--- src/design/silencer_settings.svh ---
// build-time constants for the silencer
// transducer count and field widths
`ifndef SILENCER_SETTINGS_SVH
`define SILENCER_SETTINGS_SVH

`default_nettype none

`define SILENCER_DEPTH 249          // transducers per frame
`define SILENCER_INTENSITY_W 16
`define SILENCER_PHASE_W 8          // input phase, 256 per turn
`define SILENCER_PHASE_FIXED_W 16   // fixed-point phase, 65536 per turn
`define SILENCER_RATE_W 16

`default_nettype wire

`endif

--- src/design/silencer_pkg.sv ---
// silencer_pkg
// typedefs for drive values, phase, rates and transducer index
// FSM state enum of the step calculator
`include "silencer_settings.svh"

`default_nettype none

package silencer_pkg;

  typedef logic [`SILENCER_INTENSITY_W-1:0] intensity_t;

  // one full turn is 256 here
  typedef logic [`SILENCER_PHASE_W-1:0] phase_t;
  // input phase sits in the upper byte
  typedef logic [`SILENCER_PHASE_FIXED_W-1:0] phase_fixed_t;

  typedef logic [`SILENCER_RATE_W-1:0] rate_t;  // max change per frame

  typedef logic [$clog2(`SILENCER_DEPTH)-1:0] trans_idx_t;

  typedef enum logic {
    WAITING,
    RUN_FIXED
  } step_state_t;

endpackage

`default_nettype wire

--- src/design/silencer_step_if.sv ---
// silencer_step_if
// one target beat from step calculator to interpolator
`default_nettype none

interface silencer_step_if;
  import silencer_pkg::*;

  logic         valid;
  intensity_t   target_intensity;
  phase_fixed_t target_phase;
  rate_t        rate_intensity;
  rate_t        rate_phase;

  modport src (output valid, target_intensity, target_phase, rate_intensity, rate_phase);

  modport dst (input valid, target_intensity, target_phase, rate_intensity, rate_phase);

endinterface

`default_nettype wire

--- src/design/step_calculator.sv ---
// step_calculator
// buffers each streamed target one cycle and replays the frame
// as a beat stream with widened phase and fixed update rates
`include "silencer_settings.svh"

`default_nettype none

module step_calculator (
  input  var logic                     CLK,
  input  var logic                     arst_n,
  input  var logic                     din_valid,
  input  var silencer_pkg::intensity_t intensity_in,
  input  var silencer_pkg::phase_t     phase_in,
  input  var silencer_pkg::rate_t      update_rate_intensity,
  input  var silencer_pkg::rate_t      update_rate_phase,
  silencer_step_if.src                 step
);
  import silencer_pkg::*;

  // zero bits below the input phase
  localparam int PAD_W = `SILENCER_PHASE_FIXED_W - `SILENCER_PHASE_W;

  step_state_t state;
  trans_idx_t  set_cnt;      // beats sent in this frame
  intensity_t  intensity_buf;
  phase_t      phase_buf;

  always_ff @(posedge CLK) begin
    intensity_buf <= intensity_in;  // one-cycle target buffer
    phase_buf     <= phase_in;
  end

  // frame FSM
  always_ff @(posedge CLK or negedge arst_n) begin
    if (!arst_n) begin
      state      <= WAITING;
      set_cnt    <= '0;
      step.valid <= 1'b0;
    end else begin
      case (state)
        WAITING: begin
          step.valid <= 1'b0;
          if (din_valid) begin
            set_cnt <= '0;
            state   <= RUN_FIXED;
          end
        end
        RUN_FIXED: begin
          step.valid <= 1'b1;
          set_cnt    <= set_cnt + trans_idx_t'(1);
          if (set_cnt == trans_idx_t'(`SILENCER_DEPTH - 1)) begin
            state <= WAITING;  // last transducer goes out now
          end
        end
        default: begin
          state <= WAITING;
        end
      endcase
    end
  end

  // beat payload, only loaded while replaying
  always_ff @(posedge CLK) begin
    if (state == RUN_FIXED) begin
      step.target_intensity <= intensity_buf;
      step.target_phase     <= {phase_buf, {PAD_W{1'b0}}};
      step.rate_intensity   <= update_rate_intensity;
      step.rate_phase       <= update_rate_phase;
    end
  end

endmodule

`default_nettype wire

--- src/flat_wrapper.sv ---
// flat-port wrapper written by rule: the top's interface ports become plain ports
module step_calculator_flat import silencer_pkg::*;
  (CLK, arst_n, din_valid, intensity_in, phase_in, update_rate_intensity, update_rate_phase, step_valid, step_target_intensity, step_target_phase, step_rate_intensity, step_rate_phase);
  silencer_step_if step_i ();
  input  var logic CLK;
  input  var logic arst_n;
  input  var logic din_valid;
  input  var silencer_pkg::intensity_t intensity_in;
  input  var silencer_pkg::phase_t phase_in;
  input  var silencer_pkg::rate_t update_rate_intensity;
  input  var silencer_pkg::rate_t update_rate_phase;
  output wire logic [$bits(step_i.valid)-1:0] step_valid;
  output wire logic [$bits(step_i.target_intensity)-1:0] step_target_intensity;
  output wire logic [$bits(step_i.target_phase)-1:0] step_target_phase;
  output wire logic [$bits(step_i.rate_intensity)-1:0] step_rate_intensity;
  output wire logic [$bits(step_i.rate_phase)-1:0] step_rate_phase;
  assign step_valid = step_i.valid;
  assign step_target_intensity = step_i.target_intensity;
  assign step_target_phase = step_i.target_phase;
  assign step_rate_intensity = step_i.rate_intensity;
  assign step_rate_phase = step_i.rate_phase;
  step_calculator u_core (.CLK(CLK), .arst_n(arst_n), .din_valid(din_valid), .intensity_in(intensity_in), .phase_in(phase_in), .update_rate_intensity(update_rate_intensity), .update_rate_phase(update_rate_phase), .step(step_i));
endmodule
--- config.mk ---
export PLATFORM = sky130hd
export DESIGN_NAME = step_calculator_flat
export DESIGN_NICKNAME = d
export VERILOG_FILES = /design/src/design/silencer_pkg.sv /design/src/design/silencer_step_if.sv /design/src/design/step_calculator.sv /design/src/flat_wrapper.sv
export VERILOG_INCLUDE_DIRS = /design/src /design/src/design
export SDC_FILE = /design/constraint.sdc
export NUM_CORES = 1
export LEC_CHECK = 0
export BUFFER_PORTS_ARGS = -buffer_cell sky130_fd_sc_hd__buf_2
export CORE_ASPECT_RATIO = 0.5
export CORE_MARGIN = 3
export CORE_UTILIZATION = 49
export DETAILED_ROUTE_END_ITERATION = 8
export PLACE_DENSITY = 0.84
export RECOVER_POWER = 50
export SYNTH_ARGS = -nofsm -noshare
export SYNTH_HDL_FRONTEND = slang
export SYNTH_SLANG_ARGS = --single-unit
--- constraint.sdc ---
create_clock -name CLK -period 4.8 [get_ports CLK]
set_input_delay 0 -clock CLK [delete_from_list [all_inputs] [get_ports CLK]]
set_output_delay 0 -clock CLK [all_outputs]
set_load 0.005 [all_outputs]
==> impl_metrics.xml <==
<?xml version="1.0" encoding="UTF-8"?>
<metrics>
  <group name="sta">
    <metric name="timing_worst_slew_pin_value" unit="ns">0.790</metric>
    <metric name="slew_viol_final" unit="">0</metric>
    <metric name="finalWorstPathRequiredPeriod" unit="ns">1.87</metric>
    <metric name="timing_hold_violations_final" unit="">0</metric>
    <metric name="max_freq" unit="MHz">535</metric>
    <metric name="fin_ws" unit="ns">2.93</metric>
    <metric name="tns" unit="ns">0</metric>
    <metric name="finalSetupViolCount" unit="">0</metric>
    <metric name="slew_headroom" unit="">0.473</metric>
    <metric name="finClkSkew" unit="ns">0.0166</metric>
    <metric name="finalCritPeriodShare" unit="">0.389</metric>
    <metric name="holdWs" unit="ns">0.155</metric>
    <metric name="grt_setup_unrepaired" unit="">no</metric>
  </group>
  <group name="route">
    <metric name="ant_nets" unit="">0</metric>
    <metric name="drcViolationCount" unit="">0</metric>
    <metric name="detailedRoute.firstIterationViolations" unit="">151</metric>
    <metric name="routed-via-count" unit="">1855</metric>
    <metric name="drt_pre_antenna_iters" unit="">7</metric>
    <metric name="wl_per_cell" unit="µm">18.4</metric>
    <metric name="drt-total-wl" unit="µm">7230</metric>
    <metric name="routed_via_density" unit="">4.73</metric>
  </group>
  <group name="finish">
    <metric name="number_of_nets_in_the_layout" unit="">378</metric>
    <metric name="fill_cells" unit="">267</metric>
    <metric name="num_antenna_cells" unit="">0</metric>
    <metric name="layout-area-overhead-vs-synth" unit="%">50.4</metric>
    <metric name="drive_gt1_frac" unit="">0.370</metric>
    <metric name="layoutNonFillerInstCount" unit="">392</metric>
  </group>
  <group name="grt">
    <metric name="grt_antenna_before_repair" unit="">0</metric>
    <metric name="grt_pass1_wl" unit="µm">10900</metric>
    <metric name="largest_net_degree_at_the_start_of_global_routing" unit="">67</metric>
    <metric name="via_count_of_the_first_global_routing_pass" unit="">1907</metric>
    <metric name="global_route.usage.total" unit="">0.229</metric>
    <metric name="grt_remaining_overflow" unit="">0</metric>
  </group>
  <group name="clocking">
    <metric name="clk_pin_slew" unit="ns">0.09</metric>
    <metric name="ctsResizeCount" unit="">0</metric>
    <metric name="post-cts-setup-buffer-count" unit="">0</metric>
    <metric name="tritoncts" unit="">yes</metric>
    <metric name="ctsHoldBuffers" unit="">58</metric>
    <metric name="cts_root_buf" unit="">clkbuf_8</metric>
    <metric name="max-clock-path-buffers" unit="">2</metric>
    <metric name="clock_h_tree_levels" unit="">3</metric>
    <metric name="tritoncts.num_buffers" unit="">9</metric>
    <metric name="tritoncts_num_sinks" unit="">90</metric>
    <metric name="insertion_delay" unit="ns">0.35</metric>
  </group>
  <group name="logic_synthesis">
    <metric name="synth-seq-cells" unit="">90</metric>
    <metric name="synth_edf_count" unit="">56</metric>
    <metric name="number_of_warnings_issued_by_yosys" unit="">0</metric>
    <metric name="synth_flop_cell" unit="">edfxtp_1</metric>
    <metric name="synth.largest_area_cell" unit="">edfxtp_1</metric>
    <metric name="share_of_the_synthesized_area_in_the_top_cell_type" unit="">0.617</metric>
    <metric name="seq_area_frac_synth" unit="">0.885</metric>
    <metric name="syn_area" unit="µm²">2730</metric>
    <metric name="synth_area_leaders" unit="">edfxtp_1, dfxtp_1, dfrtp_1</metric>
    <metric name="post_synth_num_cell_types" unit="">25</metric>
    <metric name="commonest_cells_post_synth" unit="">edfxtp_1, dfxtp_1, dfrtp_1</metric>
    <metric name="synthCells" unit="">134</metric>
    <metric name="avgSynthCellArea" unit="µm²">20.3</metric>
    <metric name="synthArstFlopShare" unit="">0.111</metric>
    <metric name="synthMostInstantiatedCell" unit="">edfxtp_1</metric>
  </group>
  <group name="min_path">
    <metric name="type_of_the_worst_min_delay_path" unit="">input port to async pin</metric>
  </group>
  <group name="placed_design">
    <metric name="post-place-ws" unit="ns">3.06</metric>
    <metric name="weighted_congestion_reported_at_the_end_of_routability_driven_placement" unit="">0.735</metric>
    <metric name="place_inst" unit="">318</metric>
    <metric name="place.detailed.hpwl" unit="µm">3820</metric>
    <metric name="port_buffers" unit="">115</metric>
  </group>
  <group name="worst_setup_path">
    <metric name="worstReg2RegStart" unit="">u_core.state</metric>
    <metric name="timing.critical_path.fanout_max" unit="">66</metric>
    <metric name="worstSetupStartpoint" unit="">u_core.state</metric>
    <metric name="crit_required" unit="ns">5.01</metric>
    <metric name="worst_setup_path_start_kind" unit="">flop</metric>
    <metric name="critical_path_class" unit="">flop to flop</metric>
    <metric name="end_kind" unit="">flop</metric>
    <metric name="cp.arrival" unit="ns">2.08</metric>
  </group>
  <group name="power_and_ir_drop">
    <metric name="irDropWorstVdd" unit="µV">188</metric>
    <metric name="leakage_power" unit="nW">1.76</metric>
    <metric name="total_power_per_unit_cell_area" unit="nW/µm²">417</metric>
  </group>
  <group name="die">
    <metric name="floorplan.initialDensity" unit="">0.531</metric>
    <metric name="dieHeight" unit="µm">58.7</metric>
    <metric name="die_width" unit="µm">111</metric>
    <metric name="io_pins" unit="">124</metric>
    <metric name="core" unit="µm²">5130</metric>
    <metric name="num_rows" unit="">18</metric>
    <metric name="dieArea" unit="µm²">6550</metric>
  </group>
  <group name="flow_run">
    <metric name="maxCapViolations" unit="">0</metric>
  </group>
  <group name="status">
    <metric name="status" unit="">completed</metric>
  </group>
</metrics>
==> routing by layer <==
metal,GRT usage,wire length [µm],vias up
met5,0,0,-
met4,0.0745,121,0
met3,0.0729,607,14
met2,0.398,3740,111
met1,0.281,2760,887
li1,-,-,843
==> cell type report <==
class                      instances  area [µm²]  share of cell area
clock buffer                      10         138              0.0336
tap                               70        87.6              0.0214
clock inverter                     6        47.5              0.0116
sequential                        90        2410               0.589
multi-input combinational         40         260              0.0635
inverter                           2        7.51             0.00183
timing repair buffer             174        1140               0.279
==> state kept, by name, indices dropped and copies added, names as in the netlist <==
| name | flops |
|---|---|
| u_core.step.rate_intensity | 16 |
| u_core.step.rate_phase | 16 |
| u_core.intensity_buf | 16 |
| u_core.step.target_phase | 8 |
| u_core.step.valid | 1 |
| u_core.step.target_intensity | 16 |
| u_core.set_cnt | 8 |
| u_core.state | 1 |
| u_core.phase_buf | 8 |
==> cell families (layout without fill, tap and decap cells) <==
family                     count (synthesis)  in the layout  synth area share
AOI/OAI and AO/OA                         10             10            0.0248
xor gates and xnor gates                   2              2           0.00643
adders and majority gates                  2              2           0.00918
buffers and inverters                     11            192            0.0289
DFF                                       90             90             0.885
muxes                                      1              1           0.00413
other                                      1              8           0.00138
and+or+nand+nor                           17             17            0.0400
==> layout by cell type, fill, tap and decap left out <==
cell type | Yosys | layout
clkinv_4 | 0 | 1
nand4_4 | 1 | 1
or2b_1 | 1 | 1
clkbuf_2 | 0 | 1
buf_2 | 0 | 98
nor3b_1 | 1 | 1
nand3_1 | 4 | 4
o211ai_1 | 3 | 3
edfxtp_1 | 56 | 56
dfrtp_1 | 10 | 9
nand4b_1 | 2 | 2
clkbuf_8 | 0 | 10
xor2_1 | 1 | 1
inv_1 | 2 | 2
dfxtp_1 | 24 | 24
xnor2_1 | 1 | 1
nand4_1 | 1 | 1
conb_1 | 1 | 8
buf_4 | 8 | 1
o21ai_0 | 2 | 2
clkinvlp_4 | 0 | 1
nand2b_1 | 1 | 1
o31ai_1 | 3 | 3
dfrtp_2 | 0 | 1
nor2_1 | 3 | 3
inv_6 | 0 | 3
nand2_1 | 3 | 3
o21ai_1 | 1 | 1
dlygate4sd3_1 | 0 | 58
clkinv_2 | 0 | 1
mux2_2 | 1 | 1
a21o_1 | 1 | 1
ha_1 | 2 | 2
clkbuf_1 | 0 | 16
==> per-stage QoR <==
stage	util	instance area, µm²	total power [mW]
floorplan	-	2750	1.09
global placement	0.653	3350	1.16
detailed placement	0.653	3350	1.18
CTS	0.802	4120	1.67
global route	0.798	4100	1.79
finish	0.798	4100	1.71
==> critical path, cell delays in order (launching register included) <==
cell	delay [ns]
dfrtp_2	0.40
buf_4	0.64
nand4_4	0.26
o211ai_1	0.27
o31ai_1	0.15
==> report_power, final <==
group          internal [mW]  leakage [nW]  switching [mW]  total [mW]
Clock                  0.208        0.0937           0.273       0.481
Combinational          0.126         0.762           0.115       0.240
Sequential             0.911         0.906          0.0747       0.986
Total                   1.24          1.76           0.462        1.71
==> final timing paths <==
check                                                    to  slack, ns  cells past startpoint
max                                       u_core.set_cnt[7]       2.93                      4
min                                       u_core.set_cnt[4]       0.15                      2
max reg2reg                               u_core.set_cnt[7]       2.93                      4
min reg2reg                u_core.step.target_intensity[13]       0.39                      0
max in group asynchronous                      u_core.state       4.24                      2
min in group CLK                    u_core.intensity_buf[0]       0.28                      2
(Power assumes the default switching activity.)
